===== src/common/rv_pkg.sv =====
// rv64 subset encodings only, machine mode only, no compressed instructions and no misa reporting
package rv_pkg;

    localparam int XLEN = 64;                        // data and address width
    localparam int ILEN = 32;                        // fixed instruction length

    typedef logic [XLEN-1:0] xlen_t;                 // data word or byte address
    typedef logic [ILEN-1:0] inst_t;                 // raw instruction word
    typedef logic [4:0]      reg_idx_t;              // x0..x31
    typedef logic [11:0]     csr_addr_t;             // csr number from inst[31:20]
    typedef logic [1:0]      csr_op_t;               // what the csr block does this cycle

    // csr operation codes on the csr bus
    localparam csr_op_t CSR_NONE  = 2'd0;
    localparam csr_op_t CSR_WRITE = 2'd1;            // csrrw
    localparam csr_op_t CSR_SET   = 2'd2;            // csrrs
    localparam csr_op_t CSR_CLEAR = 2'd3;            // csrrc

    // major opcodes, inst[6:0]
    localparam logic [6:0] OP_LUI    = 7'b0110111;
    localparam logic [6:0] OP_AUIPC  = 7'b0010111;
    localparam logic [6:0] OP_IMM    = 7'b0010011;   // addi xori ori andi
    localparam logic [6:0] OP_REG    = 7'b0110011;   // add sub
    localparam logic [6:0] OP_BRANCH = 7'b1100011;   // beq bne
    localparam logic [6:0] OP_JAL    = 7'b1101111;
    localparam logic [6:0] OP_LOAD   = 7'b0000011;   // ld only
    localparam logic [6:0] OP_STORE  = 7'b0100011;   // sd only
    localparam logic [6:0] OP_SYSTEM = 7'b1110011;   // csr ops, ecall, mret

    // machine csrs that exist, everything else reads zero
    localparam csr_addr_t CSR_MTVEC    = 12'h305;
    localparam csr_addr_t CSR_MSCRATCH = 12'h340;
    localparam csr_addr_t CSR_MEPC     = 12'h341;
    localparam csr_addr_t CSR_MCAUSE   = 12'h342;

    // ecall from m mode, interrupt bit clear
    localparam xlen_t CAUSE_ECALL_M = 64'd11;

    // addi x0,x0,0 held in the instruction register out of reset
    localparam inst_t NOP_INST = 32'h0000_0013;

endpackage


===== src/common/fetch_exec_if.sv =====
// no handshake between stages, a redirect is taken at the very next clock edge
`timescale 1ns/1ps

interface fetch_exec_if;

    // fetch -> execute
    logic          valid;        // low in the flushed slot and out of reset
    rv_pkg::inst_t inst;         // instruction register
    rv_pkg::xlen_t pc;           // address of inst

    // execute -> fetch
    logic          redirect;     // one cycle pulse, taken branch, jal, ecall or mret
    rv_pkg::xlen_t redirect_pc;  // new fetch address

    modport fetch (output valid, inst, pc, input redirect, redirect_pc);

    modport exec (input valid, inst, pc, output redirect, redirect_pc);

endinterface


===== src/rtl/fetch_stage.sv =====
// imem must answer combinationally in the same cycle, RESET_PC must be word aligned
`timescale 1ns/1ps

module fetch_stage #(
    parameter rv_pkg::xlen_t RESET_PC = '0
) (
    input  logic          clk_1hz,
    input  logic          reset_n,
    output rv_pkg::xlen_t o_imem_addr,
    input  rv_pkg::inst_t i_imem_data,
    fetch_exec_if.fetch   fe
);

    rv_pkg::xlen_t pc;       // address currently on the imem port
    rv_pkg::xlen_t pc_next;

    assign o_imem_addr = pc;

    // a redirect wins over sequential fetch
    assign pc_next = fe.redirect ? fe.redirect_pc : pc + 64'd4;

    always_ff @(posedge clk_1hz or negedge reset_n) begin
        if (!reset_n) begin
            pc <= RESET_PC;
        end else begin
            pc <= pc_next;
        end
    end

    // instruction register and its pc, handed to execute next cycle
    always_ff @(posedge clk_1hz or negedge reset_n) begin
        if (!reset_n) begin
            fe.inst  <= rv_pkg::NOP_INST;
            fe.pc    <= '0;
            fe.valid <= 1'b0;
        end else begin
            fe.inst  <= i_imem_data;
            fe.pc    <= pc;
            // word fetched alongside a redirect is the wrong path, drop it
            fe.valid <= ~fe.redirect;
        end
    end

endmodule


===== src/flat_wrapper.sv =====
// flat-port wrapper written by rule: the top's interface ports become plain ports
module fetch_stage_flat 
#(
    parameter rv_pkg::xlen_t RESET_PC = '0
)
  (clk_1hz, reset_n, o_imem_addr, i_imem_data, fe_valid, fe_inst, fe_pc, fe_redirect, fe_redirect_pc);
  fetch_exec_if fe_i ();
  input  logic clk_1hz;
  input  logic reset_n;
  output rv_pkg::xlen_t o_imem_addr;
  input  rv_pkg::inst_t i_imem_data;
  output wire logic [$bits(fe_i.valid)-1:0] fe_valid;
  output wire logic [$bits(fe_i.inst)-1:0] fe_inst;
  output wire logic [$bits(fe_i.pc)-1:0] fe_pc;
  input wire logic [$bits(fe_i.redirect)-1:0] fe_redirect;
  input wire logic [$bits(fe_i.redirect_pc)-1:0] fe_redirect_pc;
  assign fe_valid = fe_i.valid;
  assign fe_inst = fe_i.inst;
  assign fe_pc = fe_i.pc;
  assign fe_i.redirect = fe_redirect;
  assign fe_i.redirect_pc = fe_redirect_pc;
  fetch_stage #(.RESET_PC(RESET_PC)) u_core (.clk_1hz(clk_1hz), .reset_n(reset_n), .o_imem_addr(o_imem_addr), .i_imem_data(i_imem_data), .fe(fe_i));
endmodule

===== config.mk =====
export PLATFORM = sky130hd
export DESIGN_NAME = fetch_stage_flat
export DESIGN_NICKNAME = d
export VERILOG_FILES = /design/src/common/rv_pkg.sv /design/src/common/fetch_exec_if.sv /design/src/rtl/fetch_stage.sv /design/src/flat_wrapper.sv
export SDC_FILE = /design/constraint.sdc
export NUM_CORES = 1
export LEC_CHECK = 0
export ABC_AREA = 1
export BUFFER_PORTS_ARGS = -buffer_cell sky130_fd_sc_hd__clkbuf_2
export CAP_MARGIN = 20
export CORE_ASPECT_RATIO = 0.8
export CORE_MARGIN = 2
export CORE_UTILIZATION = 49
export CTS_CLUSTER_SIZE = 20
export DETAILED_ROUTE_END_ITERATION = 10
export GPL_TIMING_DRIVEN = 0
export PLACE_DENSITY = 0.8
export SYNTH_ARGS = -nofsm -noshare
export SYNTH_HDL_FRONTEND = slang
export SYNTH_SLANG_ARGS = --single-unit

===== constraint.sdc =====
create_clock -name clk_1hz -period 2.2 [get_ports clk_1hz]
set_clock_uncertainty 0.2 [all_clocks]
set_input_delay 0.22 -clock clk_1hz [delete_from_list [all_inputs] [get_ports clk_1hz]]
set_output_delay 0.22 -clock clk_1hz [all_outputs]
set_load 0.1 [all_outputs]

# Yosys cells after proc, flatten, opt, wreduce, memory -nomap -nowiden
# Index checks and enable logic that the tools add are counted.
# W data, S select, Z words.
# totals
latchBits,0
ram_bits,0
romBits,0
inputBits,99
wordCells,7
regBits,161
output_inout_bits,161
memories,0
# op_classes
div_mod_pow,0
add_sub_neg,1
eq_ne,0
bitwise_logic,1
n_reduce_logical,0
n_lt_le_gt_ge,0
n_shift,0
n_mux,1
mul,0
# op_table
cell,n
$add A64 B3 Y64 const B,1
$mux W64,1
$not A1 Y1,1

# Logic depth before layout (Yosys ltp)
# logic_depth
depth_word,2
depth_mapped,11
mapped_depth_nobuf,11

# Worst setup path after synthesis
# OpenSTA, ideal clock, no wires.
# synth_path
path_type,flip-flop to flip-flop
startpoint,reg u_core.pc[2] (netlist: u_core.o_imem_addr[2])
endpoint,reg u_core.pc[58] (netlist: u_core.o_imem_addr[58])
synth_period_minus_slack_ps,2478
required_ps,1882
path_buffers,0
slack_ps,-278
setup_ps,118
arrival_time_ps,2160
path_stages_with_launch,11
cell_sequence,dfrtp_1 > ha_1 > inv_1 > nor2_4 > nand2_4 > nor2_8 > nand2_2 > nor2_1 > nand2_1 > nand3_1 > nand2_1
# synth_between
elab_chain_cells,2
# synth_lines
item,line_no,rtl
start: declaration,fetch_stage.sv:14,rv_pkg::xlen_t pc;
start signal: assignment,fetch_stage.sv:26,pc <= pc_next;
$add A64 B3 Y64,fetch_stage.sv:20,assign pc_next = fe.redirect ? fe.redirect_pc : pc + 64'd4;
$mux W64,fetch_stage.sv:20,
named net u_core.pc_next[58],fetch_stage.sv:15,rv_pkg::xlen_t pc_next;
# The timed path passes the listed nets, and every way through them passes these cells.

# Final worst setup path
# layout_path
startpoint,reg u_core.pc[39] (netlist: u_core.o_imem_addr[39])
endpoint,reg u_core.pc[48] (netlist: u_core.o_imem_addr[48])
# Same word-level chain as after synthesis.

==> impl_metrics.env <==
export IMPL_ant_nets=0
export IMPL_antenna_found_initial=0
export IMPL_layout_drive_gt1_share=0.3067
export IMPL_die_w_um=135.7
export IMPL_place_port_buffers=258
export IMPL_maxCapViolCount=0
export IMPL_synth_warnings=0
export IMPL_place_inst=1215
export IMPL_setup_viol=0
export IMPL_endpoint="u_core.o_imem_addr[48]"
export IMPL_final_nets=1251
export IMPL_die_y_um=109.3
export IMPL_r2r_slack_ns=0.12
export IMPL_root_buffer="clkbuf_16"
export IMPL_io_pins=260
export IMPL_relSlewSlack=0.5294
export IMPL_drcViolationCount=0
export IMPL_status="finished clean"
export IMPL_crit_family="simple AND/OR/NAND/NOR gates"
export IMPL_slowest_delay_ns=0.44
export IMPL_r2r_start="u_core.o_imem_addr[39]"
export IMPL_final_hold_viol_count=0
export IMPL_cpMostUsedCell="nand2_1"
export IMPL_hpwl_mm=15.91
export IMPL_cts_buffer_depth=2
export IMPL_area_delta_synth_final_pct=46.08
export IMPL_vias=6741
export IMPL_whs_ns=0.1641
export IMPL_start_util=0.5014
export IMPL_final_cell_mix="nand2_1 (279), clkbuf_2 (257), dfrtp_1 (134), nor2_1 (105), dlygate4sd3_1 (97)"
export IMPL_dp_slack_ns=0.1310
export IMPL_clkTransAtPathRegs_ns=0.07
export IMPL_ir_worst_vdd_mv=0.7432
export IMPL_fillers=1003
export IMPL_gp_congestion=0.9784
export IMPL_grt_pass1_wl_mm=35.38
export IMPL_insertion_delay_ns=0.43
export IMPL_yosysSeqAreaShare=0.5936
export IMPL_ys_ff_latch=161
export IMPL_critPathLaunchType="flip-flop"
export IMPL_drt_first_iter_violations=482
export IMPL_path_cells="nand2_1 > nor2_1 > nand2_1 > nor2_1 > nand3_1 > nand2_1 > nand2_1 > o21ai_0"
export IMPL_htreeDepth=4
export IMPL_ys_types=23
export IMPL_critPathMaxFanout=6
export IMPL_synth_area_um2=6794
export IMPL_synth_nets=876
export IMPL_std_cell_rows=38
export IMPL_crit_arrival_ns=2.23
export IMPL_postSynthAreaPerCell_um2=8.755
export IMPL_drt_total_wl_mm=22.97
export IMPL_fmax_mhz=480.2
export IMPL_critPathKind="flip-flop to flip-flop"
export IMPL_grt_pass1_vias=6785
export IMPL_tightest_slew_ns=0.7060
export IMPL_rsz0062_at_grt="false"
export IMPL_grt_max_degree=95
export IMPL_reg2reg_to="u_core.o_imem_addr[48]"
export IMPL_viasPerCell=5.016
export IMPL_cts_made_buffers=17
export IMPL_path_buf_inv=0
export IMPL_tns_ns=0
export IMPL_period_needed_ns=2.082
export IMPL_hold_path_class="input pin to async pin"
export IMPL_cts_sinks=161
export IMPL_crit_path_end_kind="flip-flop"
export IMPL_reg2reg_depth=8
export IMPL_core_area_um2=13550
export IMPL_grt_overflow=0
export IMPL_crit_required_ns=2.35
export IMPL_track_usage=0.3228
export IMPL_cts_tree="yes"
export IMPL_drtPass1Iterations=5
export IMPL_startpoint="u_core.o_imem_addr[39]"
export IMPL_period_share=0.9465
export IMPL_instances_no_fill=1344
export IMPL_layout_setup_ws_ns=0.1177
export IMPL_crit_slowest_cell="dfrtp_1"
export IMPL_antenna_diode_count=0
export IMPL_wire_per_inst_um=17.09
export IMPL_power_density_nw_per_um2=920.4
export IMPL_cp_num_cells=8
export IMPL_syn_inst=776
export IMPL_layout_commonest_cell="nand2_1"
export IMPL_power_leakage_nw=4.943
export IMPL_cts_setup_buffers=0
export IMPL_drv_slew=0
export IMPL_die_area_um2=14830
worst min-delay path by stage:
stage / start / endpoint / slack (ns) / depth (start not counted)
2_1_floorplan: reset_n / u_core.fe.inst[10] / -0.28 / 0
3_3_place_gp: i_imem_data[1] / u_core.fe.inst[1] / 0.11 / 1
3_5_place_dp: reset_n / u_core.fe.inst[19] / 0.05 / 1
4_1_cts: reset_n / u_core.fe.inst[12] / 0.15 / 2
5_1_grt: reset_n / u_core.fe.inst[5] / 0.22 / 2
6_report: reset_n / u_core.fe.inst[23] / 0.16 / 2
sequential cells by signal, indices dropped and copies added, names as in the netlist:
| register | cells |
|---|---|
| u_core.fe.inst | 32 |
| u_core.fe.pc | 64 |
| u_core.fe.valid | 1 |
| u_core.o_imem_addr | 64 |
cells by family (layout without fill, tap and decap cells):
kind of cell / Yosys count / in the layout / synth area share
AOI/OAI and AO/OA: 50 / 50 / 0.04199
xor gates and xnor gates: 25 / 25 / 0.03223
adders and majority gates: 1 / 1 / 0.001841
buffers and inverters: 66 / 454 / 0.03720
DFF: 161 / 161 / 0.5936
and+or+nand+nor: 473 / 473 / 0.2932
worst reg2reg max path, stage by stage, from the launching register on:
cell and delay (ns):
dfrtp_1 0.44, nand2_1 0.11, nor2_1 0.29, nand2_1 0.22
nor2_1 0.21, nand3_1 0.22, nand2_1 0.11, nand2_1 0.05
o21ai_0 0.13
stage by stage:
| stage | cell area (um^2) | total power [W] | util |
|---|---|---|---|
| after CTS | 9917 | 0.009125 | 0.7319 |
| after global placement | 8341 | 0.006106 | 0.6155 |
| after floorplan | 6824 | 0.005562 | - |
| after global routing | 9925 | 0.009418 | 0.7324 |
| final | 9925 | 0.009134 | 0.7324 |
| after detailed placement | 8377 | 0.006143 | 0.6182 |
cells in the mapped netlist, drive strengths merged:
| library cell | number | area [um^2] |
|---|---|---|
| buf | 4 | 20.02 |
| o21ai | 33 | 165.2 |
| nand2 | 295 | 1155 |
| xnor2 | 11 | 96.34 |
| nand3 | 47 | 235.2 |
| inv | 52 | 195.2 |
| a21oi | 3 | 15.01 |
| o21bai | 14 | 105.1 |
| nand4 | 6 | 37.54 |
| nor2 | 124 | 556.8 |
| dfstp | 3 | 78.83 |
| xor2 | 14 | 122.6 |
| ha | 1 | 12.51 |
| dfrtp | 158 | 3954 |
| clkbuf | 10 | 37.54 |
| nand3b | 1 | 7.510 |
report_power, final:
group	switching, W	internal (W)	leakage, nW	total [W]
registers	0.000251	0.00322	1.91	0.00347
clock network	0.00127	0.00161	0.278	0.00287
logic	0.00233	0.000466	2.76	0.00279
final cells by class:
class,instances,area [um^2],area share
Timing Repair Buffer,356,2298,0.2316
Clock buffer,19,442.9,0.04463
Buffer,14,57.56,0.005799
Clock inverter,13,126.4,0.01273
Tap cell,180,225.2,0.02269
Multi-Input combinational cell,549,2516,0.2535
Inverter,52,195.2,0.01967
Sequential cell,161,4063,0.4094
what timing repair did:
action,CTS,global route
setup endpoints to repair,0,4
hold endpoints to repair,163,0
resized for setup,0,3
hold buffers,97,0
routing by layer:
layer	track usage	share of wire	up-vias
met5	0	0	-
met4	0.1153	0.023	0
met3	0.06685	0.081	41
met2	0.5343	0.47	329
met1	0.4274	0.42	3204
li1	-	-	3167
No activity file was read; power rests on OpenSTA's default activity.
