==> src/common/rv_pkg.sv <==
// rv64 subset encodings only, machine mode only, no compressed instructions and no misa reporting
package rv_pkg;

    localparam int XLEN = 64;                        // data and address width
    localparam int ILEN = 32;                        // fixed instruction length

    typedef logic [XLEN-1:0] xlen_t;                 // data word or byte address
    typedef logic [ILEN-1:0] inst_t;                 // raw instruction word
    typedef logic [4:0]      reg_idx_t;              // x0..x31
    typedef logic [11:0]     csr_addr_t;             // csr number from inst[31:20]
    typedef logic [1:0]      csr_op_t;               // what the csr block does this cycle

    // csr operation codes on the csr bus
    localparam csr_op_t CSR_NONE  = 2'd0;
    localparam csr_op_t CSR_WRITE = 2'd1;            // csrrw
    localparam csr_op_t CSR_SET   = 2'd2;            // csrrs
    localparam csr_op_t CSR_CLEAR = 2'd3;            // csrrc

    // major opcodes, inst[6:0]
    localparam logic [6:0] OP_LUI    = 7'b0110111;
    localparam logic [6:0] OP_AUIPC  = 7'b0010111;
    localparam logic [6:0] OP_IMM    = 7'b0010011;   // addi xori ori andi
    localparam logic [6:0] OP_REG    = 7'b0110011;   // add sub
    localparam logic [6:0] OP_BRANCH = 7'b1100011;   // beq bne
    localparam logic [6:0] OP_JAL    = 7'b1101111;
    localparam logic [6:0] OP_LOAD   = 7'b0000011;   // ld only
    localparam logic [6:0] OP_STORE  = 7'b0100011;   // sd only
    localparam logic [6:0] OP_SYSTEM = 7'b1110011;   // csr ops, ecall, mret

    // machine csrs that exist, everything else reads zero
    localparam csr_addr_t CSR_MTVEC    = 12'h305;
    localparam csr_addr_t CSR_MSCRATCH = 12'h340;
    localparam csr_addr_t CSR_MEPC     = 12'h341;
    localparam csr_addr_t CSR_MCAUSE   = 12'h342;

    // ecall from m mode, interrupt bit clear
    localparam xlen_t CAUSE_ECALL_M = 64'd11;

    // addi x0,x0,0 held in the instruction register out of reset
    localparam inst_t NOP_INST = 32'h0000_0013;

endpackage

==> src/common/csr_bus_if.sv <==
// op and trap are never high together, reads are combinational, updates land at the edge
`timescale 1ns/1ps

interface csr_bus_if;

    // execute -> csr block
    rv_pkg::csr_op_t   op;          // CSR_NONE when idle
    rv_pkg::csr_addr_t addr;        // inst[31:20]
    rv_pkg::xlen_t     wdata;       // rs1 value
    logic              trap;        // ecall in execute this cycle
    rv_pkg::xlen_t     epc;         // pc of the ecall

    // csr block -> execute
    rv_pkg::xlen_t     rdata;       // old csr value, goes to rd
    rv_pkg::xlen_t     mtvec_base;  // direct mode only
    rv_pkg::xlen_t     mepc_val;    // mret target

    modport exec (output op, addr, wdata, trap, epc,
                  input rdata, mtvec_base, mepc_val);

    modport csr (input op, addr, wdata, trap, epc,
                 output rdata, mtvec_base, mepc_val);

endinterface

==> src/rtl/csr_file.sv <==
// only mscratch mtvec mepc mcause exist, mtvec is direct mode, no privilege or access checks
`timescale 1ns/1ps

module csr_file (
    input  logic    clk_1hz,
    input  logic    reset_n,
    csr_bus_if.csr  cb
);

    rv_pkg::xlen_t mscratch;
    rv_pkg::xlen_t mtvec;
    rv_pkg::xlen_t mepc;
    rv_pkg::xlen_t mcause;

    rv_pkg::xlen_t old_val;   // addressed register before the op
    rv_pkg::xlen_t new_val;   // value written back
    logic          csr_we;

    // combinational read, unknown address reads zero
    always_comb begin
        case (cb.addr)
            rv_pkg::CSR_MSCRATCH: old_val = mscratch;
            rv_pkg::CSR_MTVEC:    old_val = mtvec;
            rv_pkg::CSR_MEPC:     old_val = mepc;
            rv_pkg::CSR_MCAUSE:   old_val = mcause;
            default:              old_val = '0;
        endcase
    end

    // read-modify-write value for csrrw / csrrs / csrrc
    always_comb begin
        case (cb.op)
            rv_pkg::CSR_WRITE: new_val = cb.wdata;
            rv_pkg::CSR_SET:   new_val = old_val | cb.wdata;
            rv_pkg::CSR_CLEAR: new_val = old_val & ~cb.wdata;
            default:           new_val = old_val;
        endcase
    end

    assign csr_we = (cb.op != rv_pkg::CSR_NONE);

    always_ff @(posedge clk_1hz or negedge reset_n) begin
        if (!reset_n) begin
            mscratch <= '0;
            mtvec    <= '0;
            mepc     <= '0;
            mcause   <= '0;
        end else if (cb.trap) begin
            // ecall entry, always from m mode
            mepc   <= cb.epc;
            mcause <= rv_pkg::CAUSE_ECALL_M;
        end else if (csr_we) begin
            case (cb.addr)
                rv_pkg::CSR_MSCRATCH: mscratch <= new_val;
                rv_pkg::CSR_MTVEC:    mtvec    <= new_val;
                rv_pkg::CSR_MEPC:     mepc     <= new_val;
                rv_pkg::CSR_MCAUSE:   mcause   <= new_val;
                default: ;                              // unknown csr, write ignored
            endcase
        end
    end

    assign cb.rdata      = old_val;
    assign cb.mtvec_base = {mtvec[63:2], 2'b00};    // mode bits ignored
    assign cb.mepc_val   = mepc;

endmodule

==> src/flat_wrapper.sv <==
// flat-port wrapper written by rule: the top's interface ports become plain ports
module csr_file_flat 
  (clk_1hz, reset_n, cb_op, cb_addr, cb_wdata, cb_trap, cb_epc, cb_rdata, cb_mtvec_base, cb_mepc_val);
  csr_bus_if cb_i ();
  input  logic clk_1hz;
  input  logic reset_n;
  input wire logic [$bits(cb_i.op)-1:0] cb_op;
  input wire logic [$bits(cb_i.addr)-1:0] cb_addr;
  input wire logic [$bits(cb_i.wdata)-1:0] cb_wdata;
  input wire logic [$bits(cb_i.trap)-1:0] cb_trap;
  input wire logic [$bits(cb_i.epc)-1:0] cb_epc;
  output wire logic [$bits(cb_i.rdata)-1:0] cb_rdata;
  output wire logic [$bits(cb_i.mtvec_base)-1:0] cb_mtvec_base;
  output wire logic [$bits(cb_i.mepc_val)-1:0] cb_mepc_val;
  assign cb_i.op = cb_op;
  assign cb_i.addr = cb_addr;
  assign cb_i.wdata = cb_wdata;
  assign cb_i.trap = cb_trap;
  assign cb_i.epc = cb_epc;
  assign cb_rdata = cb_i.rdata;
  assign cb_mtvec_base = cb_i.mtvec_base;
  assign cb_mepc_val = cb_i.mepc_val;
  csr_file u_core (.clk_1hz(clk_1hz), .reset_n(reset_n), .cb(cb_i));
endmodule
==> config.mk <==
export PLATFORM = sky130hd
export DESIGN_NAME = csr_file_flat
export DESIGN_NICKNAME = d
export VERILOG_FILES = /design/src/common/rv_pkg.sv /design/src/common/csr_bus_if.sv /design/src/rtl/csr_file.sv /design/src/flat_wrapper.sv
export SDC_FILE = /design/constraint.sdc
export NUM_CORES = 1
export LEC_CHECK = 0
export ABC_AREA = 1
export BUFFER_PORTS_ARGS = -buffer_cell sky130_fd_sc_hd__buf_4
export CAP_MARGIN = 20
export CORE_UTILIZATION = 40
export CTS_CLUSTER_DIAMETER = 50
export DETAILED_ROUTE_END_ITERATION = 16
export GPL_TIMING_DRIVEN = 0
export SYNTH_ARGS = -nofsm -noshare
export SYNTH_HDL_FRONTEND = slang
export SYNTH_SLANG_ARGS = --single-unit
==> constraint.sdc <==
create_clock -name clk_1hz -period 3.3 [get_ports clk_1hz]
set_input_delay 0.66 -clock clk_1hz [delete_from_list [all_inputs] [get_ports clk_1hz]]
set_output_delay 0.66 -clock clk_1hz [all_outputs]
set_load 0.01 [all_outputs]
**Yosys cells after proc, flatten, opt, wreduce, memory -nomap -nowiden**

Cells that the tools add are included.

- Equality and inequality tests: 7
- Bitwise gates (word level): 4
- Muxes and demuxes: 8
- Reduce and logical (&&, ||, !) cells: 8

Operators with widths:

| kind | count |
|---|---|
| $mux W64 | 6 |
| $pmux W64 S4 | 1 |
| $pmux W64 S3 | 1 |
| $and A64 B64 Y64 | 1 |
| $not A64 Y64 | 1 |
| $or A64 B64 Y64 | 1 |
| $eq A12 B10 Y1 const B | 4 |
| $reduce_bool A2 Y1 | 4 |
| $reduce_and A3 Y1 | 2 |
| $eq A2 B2 Y1 const B | 2 |
| $reduce_and A2 Y1 | 2 |
| $eq A2 B1 Y1 const B | 1 |
| $not A1 Y1 | 1 |

- Register bits after elaboration: 256
- Input bits: 145
- Output and inout bits: 192
- Logic and storage cells: 31

**Depth between registers and ports, before layout**

Gate-level depths: netlist of run 1.

- Word-level depth: 7
- Depth in mapped cells: 13
- Gate-level depth less buffers: 11

**Worst setup path after synthesis of run 1**

OpenSTA, ideal clock, no wires.

- Kind: input -> output
- Start: input port cb_addr[11]
- End: output port cb_rdata[10]
- Required time: 2.640 ns
- Data arrival time: 1.553 ns
- Buffers on the path: 2
- Cell stages on the path: 7
- Path slack: 1.087 ns
- Cells stage by stage: nor2_1 -> nand2_1 -> nor2_1 -> buf_4 -> buf_2 -> nand3_1 -> nand4_1

- Longest elaborated chain between the ends: 2
- Elaborated cells between the ends (all ways): 5
- Those cells by class: 4 x eq/ne; 1 x mux

Ends and longest elaborated chain:

| what | RTL line | source |
|---|---|---|
| start, declared | flat_wrapper.sv:8 | `input wire logic [$bits(cb_i.addr)-1:0] cb_addr;` |
| $eq A12 B10 Y1 | csr_file.sv:21 | `case (cb.addr)` |
| $pmux W64 S4 * | csr_file.sv:21 |  |
| end, declared | flat_wrapper.sv:12 | `output wire logic [$bits(cb_i.rdata)-1:0] cb_rdata;` |

Every way passes the cells marked *; elsewhere a longest branch is shown, timed or not.

**Worst setup path in the final report of run 1**

- Start: input port cb_addr[3]
- End: output port cb_rdata[21]

The elaborated chain is that of the path after synthesis.

==> metrics.md, run 1 <==
| Metric | Value |
|---|---|
| Outcome | complete, no violations |
| Setup Viol. Count Final | 0 |
| Routed WL | approximately 59000 um |
| P_leak | about 11 nW |
| CTS Buffer Depth | 3 |
| Gate Count Post-Synth | 2177 |
| Yosys cell types | 18 |
| Fmax | 315.0 MHz |
| DRT iter0 DRCs | 1581 |
| Hold path cells | 5 |
| Slew @ Worst Pin | ~0.84 ns |
| Final Net Count | around 2700 |
| Die W | slightly below 200 um |
| Worst ir drop on vdd | ~0.00029 V |
| Vert. Die Dim | slightly below 200 um |
| CTS tree | built |
| Yosys Warn Count | 0 |
| Register bit total from synthesis | 256 |
| Final ANT Viol Nets | 0 |
| Vias | roughly 17000 |
| DP HPWL | between 40000 and 50000 um |
| Top Usage Layer GRT | met2 |
| Root buf cell | clkbuf_16 |
| WP data arrival | roughly 2.5 ns |
| Vias per std cell | between 5 and 6 |
| Initial antenna violation count | 1 |
| Post-Place Cells | a little under 3000 |
| Number of global-route vias before repair | approximately 16000 |
| Core area | 36520 um2 |
| Total track usage | 0.3110 |
| Min cycle time layout | between 3 and 4 ns |
| Clk sink count | around 260 |
| Power, Total | around 8.4 mW |
| RSZ-0062 raised after global routing | no |
| Largest net degree at the start of global routing | approximately 100 |
| Area Growth Syn to Fin | 30.00% |
| P per Cell Area | 438.5 nW/um2 |
| Routing usage on met3 | 0.04633 |
| Syn avg cell area | just under 7 um2 |
| Critical Path RT | 2.64 ns |
| Synthesized area | between 10000 and 15000 um2 |
| CP startpoint kind | primary input |
| Worst slew margin | 0.4402 |
| CTS buffer count | 37 |
| Finished Cell Area | a little under 20000 um2 |
| Post-CTS Resized | 0 |
| Fraction of layout cells with a size suffix above 1 | 0.2096 |
| IO buf count | roughly 330 |
| Residual DRC | 0 |
| CP max stage delay | between 0.6 and 0.7 ns |
| Commonest non-fill, non-tap cell in the layout | nand2_1 |
| Crit path max-delay cell type | clkbuf_1 |
| CP endpoint kind | output pin |
| Seq/Total Area, Yosys | 0.4323 |
| Placed cell areas | around 18000 um2 |
| Die Footprint | around 38000 um2 |
| Final Non-Filler Cells | 3050 |
| Placer Congestion | about 0.86 |
| Clock slew at the register clock pins of the worst setup and hold paths | roughly 0.05 ns |
| First-pass GRT wire length | between 90000 and 100000 um |
| Hold crit path type | primary input to flop |
| Cell Chain, Critical Path | buf_4 -> nor2_1 -> nand2_1 -> inv_1 -> clkbuf_1 -> nand3_1 -> nand4_1 -> buf_4 |
| GRT met1 Usage | 0.4236 |
| CP max FO | 10 |
| Most frequent cells in the layout | 1037 x nand2_1, 407 x buf_4, 382 x nand3_1, 256 x dfrtp_1, 69 x o21ai_0 |
| Wire per inst | ~19 um |
| Clk_skew | approximately 0.013 ns |
| H-tree depth | 2 |
| Final Max Slew Viols | 0 |
| Row cnt | 70 |
| Clk_lat worst skew | roughly 0.53 ns |
| Reg2Reg Depth | 6 |
| Top-level port count | 337 |
| GRT overflow | 0 |
| CP Class | primary input to output pin |
| Drt first pass iters | 6 |
| Final period util | 0.9621 |
| Starting density of the core | 0.4058 |
| Top cell by count, worst path | buf_4 |
| Max-Cap Viols | 0 |
| Met2 Resource Use GR | 0.5090 |
| Final hold violations | 0 |
-- per-layer routing --
layer | vias to the layer above | share of wire
li1 | 7730 | -
met1 | 7866 | 0.42
met2 | 850 | 0.47
met3 | 115 | 0.085
met4 | 0 | 0.027
met5 | - | 0
-- stage by stage --
| step | hold WS (ns) | util | TNS, ns | worst slack, ns |
|---|---|---|---|---|
| after floorplan | 0.3644 | - | 0 | 1.087 |
| after detailed placement | 0.4658 | 0.4928 | 0 | 0.2391 |
| after global routing | 0.4186 | 0.5275 | 0 | 0.05185 |
| after CTS | 0.4010 | 0.5274 | 0 | 0.2306 |
| after global placement | 0.4622 | 0.4903 | -171.71 | -0.7071 |
| final | 0.4067 | 0.5275 | 0 | 0.1251 |
-- path summary, 6_finish.rpt --
kind | slack (ns) | from | end
max in group asynchronous | 1.59 | reset_n | u_core.cb.mepc_val[28]$_DFFE_PN0P_
worst max-delay path | 0.13 | cb_addr[3] | cb_rdata[21]
worst min register to register | 0.48 | u_core.mscratch[47]$_DFFE_PN0P_ | u_core.mscratch[47]$_DFFE_PN0P_
min in group asynchronous | 0.56 | reset_n | u_core.cb.mepc_val[58]$_DFFE_PN0P_
worst min-delay path | 0.41 | cb_epc[16] | u_core.cb.mepc_val[16]$_DFFE_PN0P_
worst max register to register | 2.07 | u_core.cb.mepc_val[54]$_DFFE_PN0P_ | u_core.mcause[54]$_DFFE_PN0P_
-- repair_timing --
action,in CTS,in global routing
hold endpoints to repair,20,0
hold buffers,1,0
setup endpoints to repair,0,0
buffers inserted,0,0
-- worst max-delay path: cells and delay by family --
| family | cells | cell delay, ns |
|---|---|---|
| and+or+nand+nor | 4 | 0.69 |
| buffers and inverters | 4 | 1.17 |
-- cell usage after synthesis --
master    count  area, um2
buf_1        13      48.80
buf_2        54      270.3
buf_4        75      563.0
buf_6         4      45.04
clkbuf_1     64      240.2
clkinv_1     32      120.1
conb_1        1      3.750
dfrtp_1     256       6406
inv_1        39      146.4
inv_2         5      18.77
nand2_1    1037       3892
nand3_1     382       1912
nand4_1      66      412.9
nor2_1       17      63.81
nor2_2        2      12.51
nor2_4        2      22.52
o21ai_0      69      345.3
o21ai_1      59      295.3
-- report_power, final --
group,internal (mW),switching (mW)
clock,2.55,1.56
sequential,3.27,0.109
combinational,0.364,0.597
total,6.19,2.26
-- registers in the layout (all words and copies together), names as in the netlist --
register	cells
u_core.mtvec	64
u_core.cb.mepc_val	64
u_core.mcause	64
u_core.mscratch	64
-- kinds of logic (layout without fill, tap and decap cells) --
kind of cell,after synthesis,after routing,synth area share
flip-flops,256,256,0.4323
other,1,3,0.0002530
AND/OR/NAND/NOR,1506,1506,0.4262
AO/OA/AOI/OAI,128,128,0.04323
buffers and inverters,286,689,0.09802
-- layout make-up --
type                    count  area (um2)
flip-flops and latches    256        6406
repair buffers            337        2600
plain buffers             210        1167
inverters                  76       285.3
clock inverters            20       211.5
multi-input cells        1636        6964
well taps                 468       585.6
clock buffers              46        1042
fillers                  3660       17260
diodes                      1       2.502
Note: power is estimated with default switching activity, not from simulation.
==> run 2, diff against run 1 <==
HOLD_SLACK_MARGIN = 0.12   (was not set)
clock period = 2.93 ns   (was 3.3 ns; I/O delays follow)
==> run 2 against run 1 <==
  * Flip-flop and latch count is the same
  * Routed wire length is 0.11% higher
  * Combinational power grew 12%
==> metrics.md, run 2 (same netlist as run 1, synthesis figures left out) <==
| Metric | Value |
|---|---|
| Routed WL | 59230 um (+0.11%) |
| Fraction of layout cells with a size suffix above 1 | 0.2108 (+0.001162) |
| Max-Cap Viols | 0 (unchanged) |
| Residual DRC | 0 (unchanged) |
| Clk sink count | 256 (unchanged) |
| Final hold violations | 0 (unchanged) |
| Starting density of the core | 0.4058 (unchanged) |
| CP Class | primary input to output pin |
| Initial antenna violation count | 1 (unchanged) |
| Final Max Slew Viols | 0 (unchanged) |
| Commonest non-fill, non-tap cell in the layout | nand2_1 |
| CP endpoint kind | output pin |
| Placer Congestion | 0.8642 (unchanged) |
| Hold slack | 0.3331 ns (-0.07355 ns) |
| First-pass GRT wire length | 91180 um (unchanged) |
| CTS tree | built |
| Fmax | approximately 340 MHz |
| Clk_lat worst skew | 0.53 ns (about the same) |
| CTS buffer count | 37 (unchanged) |
| Final period util | 0.9927 |
| Final Util | 0.5278 (about the same) |
| Fillers | 3664 (+0.11%) |
| TNS Setup | 0 ns (unchanged) |
| H-tree depth | 2 (unchanged) |
| Critical Path Source | cb_addr[1] |
| R2r startpoint | u_core.cb.mepc_val[54]$_DFFE_PN0P_ |
| Power, Total | 9.505 mW (+13%) |
| CTS Buffer Depth | 3 (unchanged) |
| Vert. Die Dim | 194.5 um (unchanged) |
| CP max FO | 10 (unchanged) |
| RSZ-0062 raised after global routing | yes |
| Row cnt | 70 (unchanged) |
| Drt first pass iters | 5 (-1) |
| Final ANT Viol Nets | 0 (unchanged) |
| GRT overflow | 0 (unchanged) |
| Final Net Count | 2699 (unchanged) |
| Number of global-route vias before repair | 15870 (unchanged) |
| Vias | 16480 (-0.51%) |
| Root buf cell | clkbuf_16 |
| Top-level port count | 337 (unchanged) |
| Outcome | complete, no violations |
| Cell Chain, Critical Path | buf_4 -> inv_1 -> nand2_1 -> nor2_1 -> buf_2 -> clkbuf_4 -> nand3_1 -> nand4_1 -> buf_4 |
| Worst slew margin | 0.4200 (-0.02022) |
| Reg-to-Reg End | u_core.mcause[54]$_DFFE_PN0P_ |
| Min cycle time layout | slightly below 3 ns |
| P_leak | 11.45 nW (about the same) |
| Slew @ Worst Pin | 0.8701 ns (+0.03034 ns) |
| CP startpoint kind | primary input |
| Most frequent cells in the layout | 1037 x nand2_1, 407 x buf_4, 382 x nand3_1, 256 x dfrtp_1, 69 x o21ai_0 |
| Sequential cell area | 6406 um2 (unchanged) |
| Die W | 194.5 um (unchanged) |
| Vias per std cell | 5.402 (-0.51%) |
| Core area | 36520 um2 (unchanged) |
| Setup Viol. Count Final | 0 (unchanged) |
| Area occupied by multi-input gates | 6964 um2 (unchanged) |
| Largest net degree at the start of global routing | 103 (unchanged) |
| Worst Hold Launch | cb_epc[16] |
| Area Growth Syn to Fin | 30.07% (about the same) |
| Post-CTS setup buffer count | 0 (unchanged) |
| Total track usage | 0.3110 (unchanged) |
| IO buf count | 333 (unchanged) |
| Die Footprint | 37820 um2 (unchanged) |
| P per Cell Area | 493.1 nW/um2 (+12%) |
| Worst ir drop on vdd | 0.0003306 V (+14%) |
| Reg2Reg Depth | 6 (unchanged) |
| WP data arrival | 2.32 ns (-0.19 ns) |
| Hold crit path type | primary input to flop |
| CP max stage delay | 0.38 ns (-0.29 ns) |
| Critical Path RT | 2.34 ns (-0.30 ns) |
| DRT iter0 DRCs | 1657 (+4.8%) |
| Critical path endpoint | cb_rdata[21] |
| Crit path max-delay cell type | buf_2 |
| Top cell by count, worst path | buf_4 |
| Clk_skew | 0.01438 ns (+0.001297 ns) |
| Wire per inst | 19.42 um (+0.11%) |
| DP HPWL | 41850 um (unchanged) |
| R2R Setup Slk | 1.69 ns (-0.38 ns) |
| Clock slew at the register clock pins of the worst setup and hold paths | 0.05 ns (about the same) |
-- run 2: cell types whose count changed in the layout (fill, tap and decap cells not counted) --
cell      delta
clkbuf_1     -3
buf_2        -3
clkbuf_4     +3
clkbuf_2     +3
-- run 2: where the power goes --
part | total, mW | switching, mW | internal, mW | leakage, nW
Sequential | 3.80 | 0.122 | 3.68 | 3.42
Clock | 4.62 | 1.74 | 2.88 | 0.633
Combinational | 1.08 | 0.673 | 0.411 | 7.39
-- run 2: critical path, delay by kind of cell --
kind / cells / cell delay (ns)
buf+inv: 5 / 1.04
simple gates: 4 / 0.69
-- run 2: metal layers --
layer  routed length [um]  global-route usage
met1                25020              0.4236
met3                 4893             0.04633
met4                 1490             0.09553
met5                    0                   0
met2                27830              0.5090
-- run 2: cell type report --
cell class	count	share of cell area
inverter	76	0.01480
tap	468	0.03038
antenna	1	0.0001298
buffer	210	0.06114
multi-input combinational	1636	0.3613
clock buffer	46	0.05407
timing repair buffer	337	0.1349
clock inverter	20	0.01097
sequential	256	0.3323
-- run 2: worst min-delay path by stage --
stage	endpoint	slack, ns	cells past startpoint
after floorplan	u_core.cb.mepc_val[0]$_DFFE_PN0P_	0.29	0
after global placement	u_core.mscratch[46]$_DFFE_PN0P_	0.46	2
after detailed placement	u_core.cb.mepc_val[58]$_DFFE_PN0P_	0.43	1
after CTS	u_core.cb.mepc_val[16]$_DFFE_PN0P_	0.33	5
after global routing	u_core.cb.mepc_val[16]$_DFFE_PN0P_	0.34	5
final	u_core.cb.mepc_val[16]$_DFFE_PN0P_	0.33	5
-- run 2: stage by stage --
| step | cells | instance area [um2] | setup WS, ns |
|---|---|---|---|
| 2_1_floorplan | 2178 | 14820 | 0.8654 |
| 3_3_place_gp | 2979 | 17910 | -1.003 |
| 4_1_cts | 3049 | 19260 | 0.008641 |
| 3_5_place_dp | 2982 | 18000 | 0.01710 |
| 5_1_grt | 3050 | 19280 | -0.02938 |
| 6_report | 3050 | 19280 | 0.02130 |
-- run 2: timing repair --
item	in CTS	in global routing
hold endpoints to repair	20	0
gates resized for setup	0	9
setup endpoints to repair	0	15
hold buffers	1	0
==> run 3, diff against run 2 <==
ABC_AREA = 0   (was 1)
CORE_UTILIZATION = 56   (was 40)
PLACE_DENSITY = 0.81   (was not set)
==> run 3 against run 2 <==
  * Area after synthesis rose by 12%
  * Largest power group unchanged
  * Flip-flop and latch count did not move
  * Fmax barely moved
  * Critical endpoint is now cb_rdata[51]
  * Register-to-register slack got worse by 0.43 ns
==> metrics.md, run 3 <==
| Metric | Value |
|---|---|
| Outcome | complete, no violations |
| Core area | 28940 um2 (-21%) |
| Hold crit path type | primary input to flop |
| Die W | 174.0 um (-11%) |
| Setup Viol. Count Final | 0 (unchanged) |
| P_leak | 9.602 nW (-16%) |
| Final Net Count | 2396 (-11%) |
| Area leader, netlist | dfrtp_1 |
| Top-level port count | 337 (unchanged) |
| Root buf cell | clkbuf_16 |
| Clk_skew | 0.01988 ns (+0.005496 ns) |
| Reg-to-Reg End | u_core.mscratch[22]$_DFFE_PN0P_ |
| Row cnt | 62 (-11%) |
| Commonest non-fill, non-tap cell in the layout | buf_4 |
| WP buf/inv | 4 (-1) |
| Final hold violations | 0 (unchanged) |
| R2r startpoint | u_core.cb.mepc_val[22]$_DFFE_PN0P_ |
| Seq/Total Area, Yosys | 0.3869 (-0.04543) |
| Critical Path RT | 2.34 ns (about the same) |
| CP startpoint kind | primary input |
| Fmax | 343.5 MHz (about the same) |
| Starting density of the core | 0.5723 (+0.1665) |
| Total track usage | 0.3944 (+0.08340) |
| CP max FO | 10 (unchanged) |
| Final period util | 0.9936 (about the same) |
| CP Class | primary input to output pin |
| Wire per inst | 22.71 um (+17%) |
| H-tree depth | 2 (unchanged) |
| CP endpoint kind | output pin |
| Syn avg cell area | 8.832 um2 (+30%) |
| GRT overflow | 0 (unchanged) |
| First-pass GRT wire length | 93800 um (+2.9%) |
| Final Util | 0.7183 (+0.1905) |
| DP HPWL | 42470 um (+1.5%) |
| Placed cell areas | 19620 um2 (+9.0%) |
| Post-synth ARST share | 1.000 (unchanged) |
| CP top delay family | buffers and inverters |
| P per Cell Area | 446.9 nW/um2 (-9.4%) |
| Main synth FF type | dfrtp_1 |
| Reg2Reg Depth | 5 (-1) |
| DRT iter0 DRCs | 1957 (+18%) |
| Clk_lat worst skew | 0.53 ns (about the same) |
| Fillers | 2207 (-40%) |
| Number of global-route vias before repair | 16530 (+4.2%) |
| Final ANT Viol Nets | 0 (unchanged) |
| Max-Cap Viols | 0 (unchanged) |
| Routed WL | 60340 um (+1.9%) |
| WP data arrival | 2.33 ns (about the same) |
| IO buf count | 333 (unchanged) |
| Gate Count Post-Synth | 1875 (-14%) |
| Final Max Slew Viols | 0 (unchanged) |
| Endpoint of the worst hold path | u_core.cb.mepc_val[32]$_DFFE_PN0P_ |
| R2R Setup Slk | 1.26 ns (-0.43 ns) |
| CTS buffer count | 34 (-8.1%) |
| Cell with the most instances after synthesis | nand2_1 |
| Area Growth Syn to Fin | 25.51% |
| Hold slack | 0.3320 ns (-0.001171 ns) |
| Placer Congestion | 0.9341 (+8.1%) |
| Vias per std cell | 6.446 (+19%) |
| Crit path max-delay cell type | a32o_1 |
| Register bit total from synthesis | 256 (unchanged) |
| Critical Path Source | cb_addr[0] |
| Residual DRC | 0 (unchanged) |
| EDFF count, synth | 0 (unchanged) |
| Cell Chain, Critical Path | buf_4 -> buf_6 -> buf_6 -> mux2i_2 -> nand2_1 -> a32o_1 -> and2_1 -> buf_4 |
| Hold path cells | 3 (-2) |
| Die Footprint | 30260 um2 (-20%) |
| Main area contributors after synthesis | dfrtp_1 39%, o21ai_0 6.9%, nand2_1 5.9%, o22ai_2 4.5%, buf_4 4.0% |
| Worst slew margin | 0.4953 (+0.07534) |
| Worst Hold Launch | cb_epc[32] |
| Power, Total | 9.288 mW (-2.3%) |
| Vias | 17130 (+3.9%) |
| Yosys cell types | 50 (+32) |
| Yosys Warn Count | 0 (unchanged) |
| Clk sink count | 256 (unchanged) |
| CTS tree | built |
| RSZ-0062 raised after global routing | no |
| Clock slew at the register clock pins of the worst setup and hold paths | 0.06 ns (about the same) |
| Top cell type's share of synthesized area | 0.3869 (-0.04543) |
| Most frequent cells after synthesis | 262 x nand2_1, 256 x dfrtp_1, 229 x o21ai_0, 130 x nor2_1, 88 x buf_4 |
| Drt first pass iters | 6 (+1) |
| Finished Cell Area | 20780 um2 (+7.8%) |
| Worst ir drop on vdd | 0.0003066 V (-7.3%) |
| CP max stage delay | 0.30 ns (-0.08 ns) |
| CTS Buffer Depth | 3 (unchanged) |
| Min cycle time layout | 2.911 ns (+0.002640 ns) |
| Initial antenna violation count | 1 (unchanged) |
| Most frequent cells in the layout | 423 x buf_4, 262 x nand2_1, 256 x dfrtp_1, 229 x o21ai_0, 130 x nor2_1 |
| Slew @ Worst Pin | 0.7571 ns (-0.1130 ns) |
| Fraction of layout cells with a size suffix above 1 | 0.3028 (+0.09205) |
| Largest net degree at the start of global routing | 103 (unchanged) |
| Vert. Die Dim | 174.0 um (-11%) |
| Synthesized area | 16560 um2 (+12%) |
run 3: changes by cell type in the layout (fill, tap and decap cells not counted), moves of 113 or more:
| cell | previous run | this run |
|---|---|---|
| nor2_1 | 17 | 130 |
| nand3_1 | 382 | 8 |
| o21ai_0 | 69 | 229 |
| nand2_1 | 1037 | 262 |
run 3: worst max path at each step:
stage	end	slack, ns	cells past startpoint
global placement	u_core.cb.mepc_val[55]$_DFFE_PN0P_	-0.90	1
global route	cb_rdata[62]	0.002	8
floorplan	cb_rdata[63]	0.57	7
CTS	cb_rdata[28]	0.004	8
detailed placement	cb_rdata[36]	-0.06	8
finish	cb_rdata[51]	0.02	8
run 3: layout make-up:
| class | count | area [um2] | area share |
|---|---|---|---|
| diodes | 1 | 2.502 | 0.0001204 |
| multi-input cells | 1323 | 8501 | 0.4090 |
| plain buffers | 229 | 1440 | 0.06929 |
| clock inverters | 14 | 160.2 | 0.007706 |
| flip-flops and latches | 256 | 6406 | 0.3082 |
| well taps | 384 | 480.5 | 0.02312 |
| inverters | 68 | 255.2 | 0.01228 |
| clock buffers | 43 | 935.9 | 0.04503 |
| repair buffers | 339 | 2603 | 0.1252 |
run 3: kinds of logic after synthesis:
| family | count (synthesis) | synth area share |
|---|---|---|
| flops | 256 | 0.3869 |
| other cells | 1 | 0.0002265 |
| mux | 61 | 0.03695 |
| simple gates | 611 | 0.1741 |
| xor+xnor | 1 | 0.0005290 |
| compound gates | 648 | 0.3006 |
| buf+inv | 297 | 0.1008 |
run 3: layer usage:
metal,routed length (um),GRT usage,vias to the layer above,part of all wire
met5,0,0,-,0
met4,2810,0.1926,0,0.047
met3,6878,0.07130,219,0.11
met2,27470,0.6102,1261,0.46
met1,23180,0.5344,8173,0.38
li1,-,-,7474,-
run 3: power by group:
group | total, mW | leakage (nW) | internal [mW] | switching [mW]
Clock | 4.17 | 0.534 | 2.52 | 1.64
Combinational | 1.40 | 5.69 | 0.575 | 0.821
Sequential | 3.72 | 3.38 | 3.62 | 0.100
run 3: repair_timing:
item	in CTS	in global routing
resized for setup	4	23
endpoints found under the hold margin	64	0
setup endpoints to repair	24	49
hold buffers	1	0
buffers inserted	2	0
pin swaps	2	0
run 3: per-stage QoR:
stage	std cells	setup WS [ns]	setup TNS, ns
after floorplan	1876	0.5654	0
after global placement	2593	-0.9025	-227.94
after detailed placement	2596	-0.05691	-0.4848
after CTS	2656	0.003604	0
after global routing	2657	0.001799	0
final	2657	0.01866	0
run 3: worst min-delay path, cell delays in order:
cell     delay, ns
buf_4         0.08
o22ai_2       0.06
a21oi_2       0.09
